--- src/common/tusca_settings.svh ---
/*
 * Tusca climate controller timing and reset defaults,
 * with cycle counts scaled down for short simulations
 */
`ifndef TUSCA_SETTINGS_SVH
`define TUSCA_SETTINGS_SVH

`define TUSCA_UART_BIT_CYCLES   16   // Clock cycles per UART bit
`define TUSCA_DHT_START_CYCLES  40   // Master low pulse on the sensor bus
`define TUSCA_DHT_BIT_THRESHOLD 12   // Longer high phase means a 1 bit
`define TUSCA_DHT_TIMEOUT       200  // Cycles without a bus edge
`define TUSCA_DELAY_CYCLES      300  // Wait between measurements
`define TUSCA_PWM_PERIOD        64   // Fan PWM period

`define TUSCA_LIM_TEMP1   20
`define TUSCA_LIM_TEMP2   25
`define TUSCA_LIM_TEMP3   30
`define TUSCA_LIM_TEMP4   35
`define TUSCA_LIM_UMIDADE 70

`endif

--- src/rtl/config_manager.sv ---
/*
 * Threshold config manager: collects a six-byte frame, checks
 * sum and limit order, then commits or flags the error
 */
`timescale 1ns/1ps
`include "tusca_settings.svh"

module config_manager (
  input  logic       clock,
  input  logic       reset,
  input  logic       receber_config,
  input  logic       byte_valid,
  input  logic [7:0] data,
  output logic       pronto_config,
  output logic       erro_config,
  output logic [7:0] lim_temp1,
  output logic [7:0] lim_temp2,
  output logic [7:0] lim_temp3,
  output logic [7:0] lim_temp4,
  output logic [7:0] lim_umidade
);

  logic [7:0] quadro [0:4];
  logic [2:0] indice;
  logic [7:0] soma;
  logic       quadro_ok;

  // data holds the checksum byte when indice is 5
  assign quadro_ok = (soma == data) && (quadro[0] < quadro[1]) &&
                     (quadro[1] < quadro[2]) && (quadro[2] < quadro[3]);

  always_ff @(posedge clock) begin
    if (receber_config && byte_valid && indice != 3'd5) begin
      quadro[indice] <= data;
    end
  end

  always_ff @(posedge clock) begin
    if (reset) begin
      indice        <= '0;
      soma          <= '0;
      pronto_config <= 1'b0;
      erro_config   <= 1'b0;
      lim_temp1     <= 8'(`TUSCA_LIM_TEMP1);
      lim_temp2     <= 8'(`TUSCA_LIM_TEMP2);
      lim_temp3     <= 8'(`TUSCA_LIM_TEMP3);
      lim_temp4     <= 8'(`TUSCA_LIM_TEMP4);
      lim_umidade   <= 8'(`TUSCA_LIM_UMIDADE);
    end else begin
      pronto_config <= 1'b0;
      if (!receber_config) begin
        indice <= '0;                 // Partial frame is dropped
        soma   <= '0;
      end else if (byte_valid) begin
        if (indice == 3'd5) begin
          indice        <= '0;
          soma          <= '0;
          pronto_config <= 1'b1;
          erro_config   <= !quadro_ok;
          if (quadro_ok) begin
            lim_temp1   <= quadro[0];
            lim_temp2   <= quadro[1];
            lim_temp3   <= quadro[2];
            lim_temp4   <= quadro[3];
            lim_umidade <= quadro[4];
          end
        end else begin
          indice <= indice + 1'b1;
          soma   <= soma + data;
        end
      end
    end
  end

endmodule

--- config.mk ---
export PLATFORM = sky130hd
export DESIGN_NAME = config_manager
export DESIGN_NICKNAME = d
export VERILOG_FILES = /design/src/rtl/config_manager.sv
export VERILOG_INCLUDE_DIRS = /design/src /design/src/common
export SDC_FILE = /design/constraint.sdc
export NUM_CORES = 1
export LEC_CHECK = 0
export BUFFER_PORTS_ARGS = -buffer_cell sky130_fd_sc_hd__buf_4
export CAP_MARGIN = 20
export CORE_MARGIN = 10
export CORE_UTILIZATION = 52
export CTS_CLUSTER_SIZE = 8
export DETAILED_ROUTE_END_ITERATION = 12
export PLACE_DENSITY = 0.8
export SLEW_MARGIN = 20
export SYNTH_ARGS = -nofsm -noshare
export SYNTH_HDL_FRONTEND = slang
export SYNTH_SLANG_ARGS = --single-unit
--- constraint.sdc ---
create_clock -name clock -period 2.35 [get_ports clock]
set_input_delay 0.3525 -clock clock [delete_from_list [all_inputs] [get_ports clock]]
set_output_delay 0.3525 -clock clock [all_outputs]
set_load 0.02 [all_outputs]
==> out/qor.csv, run 1 <==
metric,value,unit
power_density,567,nW/µm²
die_area,12400,µm²
power.ir.vdd_worst,334,µV
diodes,0,
drtAntennaViolNets,0,
cpMaxStageDelayCell,sky130_fd_sc_hd__edfxtp_1,
synth.net_count,440,
post-layout-total-power,3000,µW
final_layout_size_suffix_gt1_share,22.6,%
post_synth_instance_area,4330,µm²
stdcell_area,5290,µm²
clkSinkCount,93,
timing.setup.critical_path_class,flop to flop,
maxCapViolations,0,
number_of_hold_slack_violations_in_the_final_timing_report,0,
met1_usage,17.0,%
final-setup-viol-count,0,
grt_start_max_net_pins,85,
crit_path_end_kind,flop,
flow.area_growth_from_synthesis,22.3,%
cpPeakStageDelay,0.48,ns
gr-total-overflow,0,
fillCellCount,640,
clk-insertion-delay-late,0.35,ns
postSynthCellCount,399,
final_min_period,2.32,ns
yosys.area.top_type_share,27.8,%
lkg_pwr,0.00205,µW
cp.arrival,2.61,ns
tightest_slew,0.681,ns
post_synth.cell_area_avg,10.8,µm²
gp_congestion,0.908,
finalClockSkew,0.00841,ns
outcome,"finished, final reports clean",
reg2reg_to,lim_temp4[2]$_SDFFE_PP0P_,
reg2reg_setup_slack,0.03,ns
initial_antenna_violation_count,0,
root_buffer_cell,sky130_fd_sc_hd__clkbuf_8,
synth_top_cell_by_area,sky130_fd_sc_hd__edfxtp_1,
achievable-frequency,431,MHz
place_area,4920,µm²
edff_count_synth,40,
placement_rows,33,
postSynth.asyncResetShare,0,%
library_cells_used_by_synthesis,37,
gr-usage-all-layers,15.0,%
die_w,111,µm
drt_first_pass_iters,4,
io-pin-count,54,
num-nets-final,513,
initial_utilization,52.9,%
vias_per_cell,5.22,
dr.first_iter.drc_count,155,
worst_r2r_path_depth,9,
synth_register_bits,93,
ys.warnings.count,0,
h-tree-depth,3,
worstPathCellList,ha_4 > a211oi_1 > nand2_1 > nor3_2 > o2111ai_2 > nor4_4 > buf_6 > buf_4 > mux2i_1,
grt_use_met3,3.57,%
setup_repair_after_global_routing_missed_its_margin,true,
portBuffers,53,
grt_pass1_wl,15.3,mm
slew_headroom,54.6,%
synth_commonest_cells,"sky130_fd_sc_hd__nand2b_1 (56), sky130_fd_sc_hd__dfxtp_1 (53), sky130_fd_sc_hd__nor2_1 (52)",
core_area,8180,µm²
post-route-period-util,98.8,%
crit_path_max_fanout,7,
whs_path_depth,1,
maxSlewViolCount,0,
reg2reg_from,quadro[1][7]$_DFFE_PP_,
clk_transition_reported_paths,0.09,ns
clock_path_buffers,2,
cts_made_buffers,9,
startpoint_of_the_lowest_slack_hold_path,data[7],
wl_per_cell,16.1,µm
chipHeight,111,µm
first_global_vias,3144,
fin_hold_ws,0.269,ns
kind_of_cell_adding_the_most_delay_to_the_critical_path,flip-flops,
min_to,quadro[1][7]$_DFFE_PP_,
detailedPlacementHpwl,6.69,mm
dominant_synthesized_flop_cell,sky130_fd_sc_hd__dfxtp_1,
synth_most_common_cell,sky130_fd_sc_hd__nand2b_1,
grtUsageMet2,26.4,%
worst_ep_required_time,2.64,ns
crit_path_start_kind,flop,
dr_total_vias,3036,
synth.top_cells.by_area,"sky130_fd_sc_hd__edfxtp_1 (28%), sky130_fd_sc_hd__dfxtp_1 (25%), sky130_fd_sc_hd__mux2i_1 (9.3%)",
gr-max-usage-layer,met2,
detail_route.drc_violations,0,
seq_area_frac_synth,52.3,%
holdCritPathClass,primary input to flop,
cts_tree,done,
crit_buf_inv,2,
detail_route.wirelength,9.35,mm
## metal layers
layer	part of all wire, %	vias up
met5	0	-
met4	2.2	0
met3	4.9	20
met2	51	66
met1	42	1443
li1	-	1507
## area by class of cell
cell class	count	area (µm²)	area share [%]
clock inverter	2	11.3	0.213
tap	105	131	2.48
multi-input combinational	262	1940	36.7
sequential	93	2260	42.8
timing repair buffer	78	639	12.1
inverter	28	105	1.99
clock buffer	14	195	3.69
## state kept, by name, indices dropped and copies added, names as in the netlist
name and count:
erro_config 1, lim_temp3 8, indice 3, quadro 40, lim_temp1 8, lim_umidade 8, lim_temp2 8, pronto_config 1
soma 8, lim_temp4 8
## worst max-delay path by stage
stage               cells past startpoint                   start  slack (ns)                     endpoint
detailed placement                      9                 data[3]       -0.26  lim_umidade[3]$_SDFFE_PP0P_
CTS                                     9  quadro[1][7]$_DFFE_PP_        0.02    lim_temp2[1]$_SDFFE_PP0P_
finish                                  9  quadro[1][7]$_DFFE_PP_        0.03    lim_temp4[2]$_SDFFE_PP0P_
floorplan                               8                 data[3]        0.12    lim_temp1[0]$_SDFFE_PP0P_
global route                           10  quadro[2][7]$_DFFE_PP_       -0.17  lim_umidade[0]$_SDFFE_PP0P_
global placement                        9                 data[3]       -0.16    lim_temp3[0]$_SDFFE_PP0P_
## layout by cell type, fill, tap and decap left out, types with 3 or more instances in the layout
cell / count
sky130_fd_sc_hd__a21oi_1: 12
sky130_fd_sc_hd__buf_4: 73
sky130_fd_sc_hd__clkbuf_16: 3
sky130_fd_sc_hd__clkbuf_8: 10
sky130_fd_sc_hd__dfxtp_1: 51
sky130_fd_sc_hd__edfxtp_1: 40
sky130_fd_sc_hd__ha_1: 24
sky130_fd_sc_hd__ha_4: 3
sky130_fd_sc_hd__inv_1: 27
sky130_fd_sc_hd__mux2i_1: 40
sky130_fd_sc_hd__nand2_1: 8
sky130_fd_sc_hd__nand2b_1: 56
sky130_fd_sc_hd__nand3_1: 5
sky130_fd_sc_hd__nand4_1: 4
sky130_fd_sc_hd__nor2_1: 52
sky130_fd_sc_hd__nor2b_1: 9
sky130_fd_sc_hd__nor3_1: 9
sky130_fd_sc_hd__o21a_1: 4
sky130_fd_sc_hd__o21ai_0: 3
sky130_fd_sc_hd__xnor2_1: 5
## report_power, final
group	internal, µW	switching (µW)	leakage (µW)
Combinational	95.7	112	0.00115
Clock	543	536	0.000107
Sequential	1700	12.9	0.000792
Total	2340	661	0.00205
## stage by stage
stage	utilization, %	setup WS, ns	setup TNS, ns	cells
2_1_floorplan	-	0.116	0	399
3_3_place_gp	60.2	-0.165	-5.91	562
3_5_place_dp	60.2	-0.258	-8.71	562
4_1_cts	63.0	0.0167	0	580
5_1_grt	64.7	-0.169	-4.63	582
6_report	64.7	0.0281	0	582
## repair_timing
action,in CTS,in global routing
buffers inserted,1,1
cloned,1,1
gates resized for setup,3,22
pin swaps,1,0
endpoints found under the setup margin,34,41
hold buffers,0,0
hold endpoints to repair,0,0
## kinds of logic (layout without fill, tap and decap cells)
group | count (synthesis) | in the layout | share of synthesized area, %
flip-flops | 93 | 93 | 52.3
XOR/XNOR | 5 | 5 | 1.01
multiplexers | 40 | 40 | 9.25
adder cells (fa/ha/maj) | 29 | 29 | 8.56
AND/OR/NAND/NOR | 157 | 157 | 19.5
AO/OA/AOI/OAI | 31 | 31 | 4.83
buffers and inverters | 44 | 122 | 4.51
## worst reg2reg max path, stage by stage, from the launching register on
cell and delay [ns]:
sky130_fd_sc_hd__edfxtp_1 0.48, sky130_fd_sc_hd__ha_4 0.29, sky130_fd_sc_hd__a211oi_1 0.27, sky130_fd_sc_hd__nand2_1 0.10, sky130_fd_sc_hd__nor3_2 0.18, sky130_fd_sc_hd__o2111ai_2 0.17, sky130_fd_sc_hd__nor4_4 0.18, sky130_fd_sc_hd__buf_6 0.19
sky130_fd_sc_hd__buf_4 0.20, sky130_fd_sc_hd__mux2i_1 0.19
No activity file was read; power rests on OpenSTA's default activity.
==> run 2: changes to the inputs <==
--- a/config.mk
+++ b/config.mk
@@ -9,10 +9,12 @@
 export BUFFER_PORTS_ARGS = -buffer_cell sky130_fd_sc_hd__buf_4
 export CAP_MARGIN = 20
 export CORE_MARGIN = 10
-export CORE_UTILIZATION = 52
+export CORE_UTILIZATION = 58
 export CTS_CLUSTER_SIZE = 8
 export DETAILED_ROUTE_END_ITERATION = 12
-export PLACE_DENSITY = 0.8
+export MAX_ROUTING_LAYER = met4
+export PLACE_DENSITY = 0.84
+export SKIP_LAST_GASP = 1
 export SLEW_MARGIN = 20
 export SYNTH_ARGS = -nofsm -noshare
 export SYNTH_HDL_FRONTEND = slang
==> constraint.sdc (replaced) <==
create_clock -name clock -period 2.3 [get_ports clock]
set_input_delay 0.345 -clock clock [delete_from_list [all_inputs] [get_ports clock]]
set_output_delay 0.345 -clock clock [all_outputs]
set_load 0.02 [all_outputs]
==> run 2 against run 1 <==
Compared with the run above:
- non-clock buffer count increased by 10
- largest cell class unchanged
- sequential share of layout area decreased by 0.87 points
- register-to-register slack about the same
- final cell count increased by 0.69%
- combinational power increased by 4%
- largest power group unchanged
- maximum frequency increased by 2.0%
==> out/qor.csv, run 2 (same netlist as run 1, synthesis figures left out) <==
metric,value,unit,change
grtUsageMet2,30.9,%,+4.5 points
grt_start_max_net_pins,53,,-38%
final_min_period,2.28,ns,-0.0460 ns
detail_route.wirelength,10.2,mm,+8.9%
clk-insertion-delay-late,0.36,ns,about the same
dr.first_iter.drc_count,135,,-13%
final-setup-viol-count,0,,unchanged
timing.setup.tns,0,ns,unchanged
clk_transition_reported_paths,0.10,ns,about the same
crit_path_start_kind,flop,,
gp_congestion,0.970,,+6.9%
post_layout_nonfiller_instances,586,,+0.69%
initial_antenna_violation_count,0,,unchanged
intPower,2270,µW,-2.7%
clock_path_buffers,2,,unchanged
num-nets-final,523,,+1.9%
initial_utilization,59.7,%,+6.7 points
number_of_hold_slack_violations_in_the_final_timing_report,0,,unchanged
largest_register_ffs,40,,unchanged
gr-usage-all-layers,17.9,%,+2.9 points
maxSlewViolCount,0,,unchanged
final_layout_size_suffix_gt1_share,24.4,%,+1.8 points
worst_ep_required_time,2.59,ns,-0.05 ns
setup_repair_after_global_routing_missed_its_margin,true,,
crit_path_max_fanout,8,,+1
power.share.combinational,7.3,%,+0.4 points
first_global_vias,3157,,+0.41%
detail_route.drc_violations,0,,unchanged
power.ir.vdd_worst,267,µV,-20%
stdcell_area,5400,µm²,+2.0%
crit_path_end_kind,flop,,
cts_tree,done,,
holdCritPathClass,primary input to flop,,
vias_per_cell,5.34,,+2.4%
io-pin-count,54,,unchanged
achievable-frequency,439,MHz,+2.0%
post-route-period-util,99.0,%,+0.15 points
post-layout-total-power,3000,µW,about the same
slew_headroom,70.4,%,+16 points
register_with_the_most_flip_flops,quadro,,
lkg_pwr,0.00211,µW,+3.0%
core_area,7250,µm²,-11%
placedCellCount,560,,-0.36%
gr-max-usage-layer,met2,,
layout.cells.most_common_list,"sky130_fd_sc_hd__buf_4 (80), sky130_fd_sc_hd__nand2b_1 (56), sky130_fd_sc_hd__dfxtp_1 (53)",,
outcome,"finished, final reports clean",,
dr_total_vias,3131,,+3.1%
h-tree-depth,3,,unchanged
wl_per_cell,17.4,µm,+8.1%
met1_usage,20.3,%,+3.3 points
root_buffer_cell,sky130_fd_sc_hd__clkbuf_8,,
tightest_slew,0.440,ns,-0.240 ns
seqPwrFrac,58.3,%,+1.2 points
maxCapViolations,0,,unchanged
portBuffers,53,,unchanged
cp.arrival,2.57,ns,-0.04 ns
drtAntennaViolNets,0,,unchanged
power.clock.fraction,34.5,%,-1.5 points
p_sw_share,24.2,%,+2.1 points
switching_power,725,µW,+9.7%
die_area,11300,µm²,-8.5%
grt_pass1_wl,15.6,mm,+2.4%
grt_use_met3,3.14,%,-0.43 points
diodes,0,,unchanged
gr-total-overflow,0,,unchanged
detailedPlacementHpwl,7.05,mm,+5.5%
timing.setup.critical_path_class,flop to flop,,
drt_first_pass_iters,4,,unchanged
placement_rows,31,,-6.1%
flow.area_growth_from_synthesis,24.7,%,
chipHeight,106,µm,-4.4%
place_area,4960,µm²,+0.71%
cts_made_buffers,9,,unchanged
power_density,556,nW/µm²,-1.9%
clkSinkCount,93,,unchanged
finalClockSkew,0.00970,ns,+0.00129 ns
final_common_cell,sky130_fd_sc_hd__buf_4,,
die_w,106,µm,-4.4%
[run 2: what timing repair did]
| action | CTS | global route |
|---|---|---|
| buffers inserted | 4 | 2 |
| resized for setup | 10 | 10 |
| hold buffers | 0 | 0 |
| setup endpoints to repair | 40 | 41 |
| pin swaps | 5 | 1 |
| cloned | 2 | 2 |
[run 2: area by class of cell]
cell class,count,area (µm²)
Clock buffer,11,141
Clock inverter,5,41.3
Tap cell,99,124
Fill cell,511,1860
Timing Repair Buffer,88,768
Inverter,28,105
Multi-Input combinational cell,262,1950
Sequential cell,93,2260
[run 2: path summary, 6_finish.rpt]
check | from | to | slack, ns | cells past startpoint
worst max register to register | quadro[2][7]$_DFFE_PP_ | lim_umidade[5]$_SDFFE_PP0P_ | 0.02 | 11
worst min register to register | lim_temp3[0]$_SDFFE_PP0P_ | lim_temp3[0]$_SDFFE_PP0P_ | 0.48 | 2
worst max-delay path | quadro[2][7]$_DFFE_PP_ | lim_umidade[5]$_SDFFE_PP0P_ | 0.02 | 11
worst min-delay path | data[3] | quadro[3][3]$_DFFE_PP_ | 0.23 | 1
[run 2: critical path: stages, from the launching register on]
cell                        delay, ns
sky130_fd_sc_hd__edfxtp_1        0.48
sky130_fd_sc_hd__inv_2           0.10
sky130_fd_sc_hd__ha_4            0.20
sky130_fd_sc_hd__buf_6           0.11
sky130_fd_sc_hd__nand3_2         0.04
sky130_fd_sc_hd__nand4_1         0.12
sky130_fd_sc_hd__nor3_2          0.19
sky130_fd_sc_hd__o2111ai_2       0.16
sky130_fd_sc_hd__nor4_4          0.24
sky130_fd_sc_hd__buf_4           0.22
sky130_fd_sc_hd__buf_16          0.14
sky130_fd_sc_hd__mux2i_1         0.20
[run 2: stage by stage]
step | setup WS (ns) | hold WS, ns | util [%]
6_report | 0.0241 | 0.232 | 74.4
5_1_grt | -0.130 | 0.216 | 74.4
4_1_cts | 0.0149 | 0.224 | 72.7
3_5_place_dp | -0.225 | 0.468 | 68.4
3_3_place_gp | -0.252 | 0.459 | 68.4
2_1_floorplan | 0.0738 | 0.444 | -
[run 2: power by group through the flow]
stage | sequential (µW) | combinational, µW | clock [µW]
global placement | 1780 | 204 | 0
CTS | 1750 | 215 | 1050
finish | 1750 | 217 | 1030
floorplan | 1780 | 122 | 0
detailed placement | 1790 | 210 | 0
global route | 1750 | 238 | 1110
[run 2: per-layer routing]
| layer | part of all wire [%] | vias up | wire length [µm] |
|---|---|---|---|
| met5 | 0 | - | 0 |
| li1 | - | 1526 | - |
| met4 | 2.1 | 0 | 215 |
| met2 | 52 | 84 | 5310 |
| met3 | 4.9 | 16 | 495 |
| met1 | 41 | 1505 | 4160 |
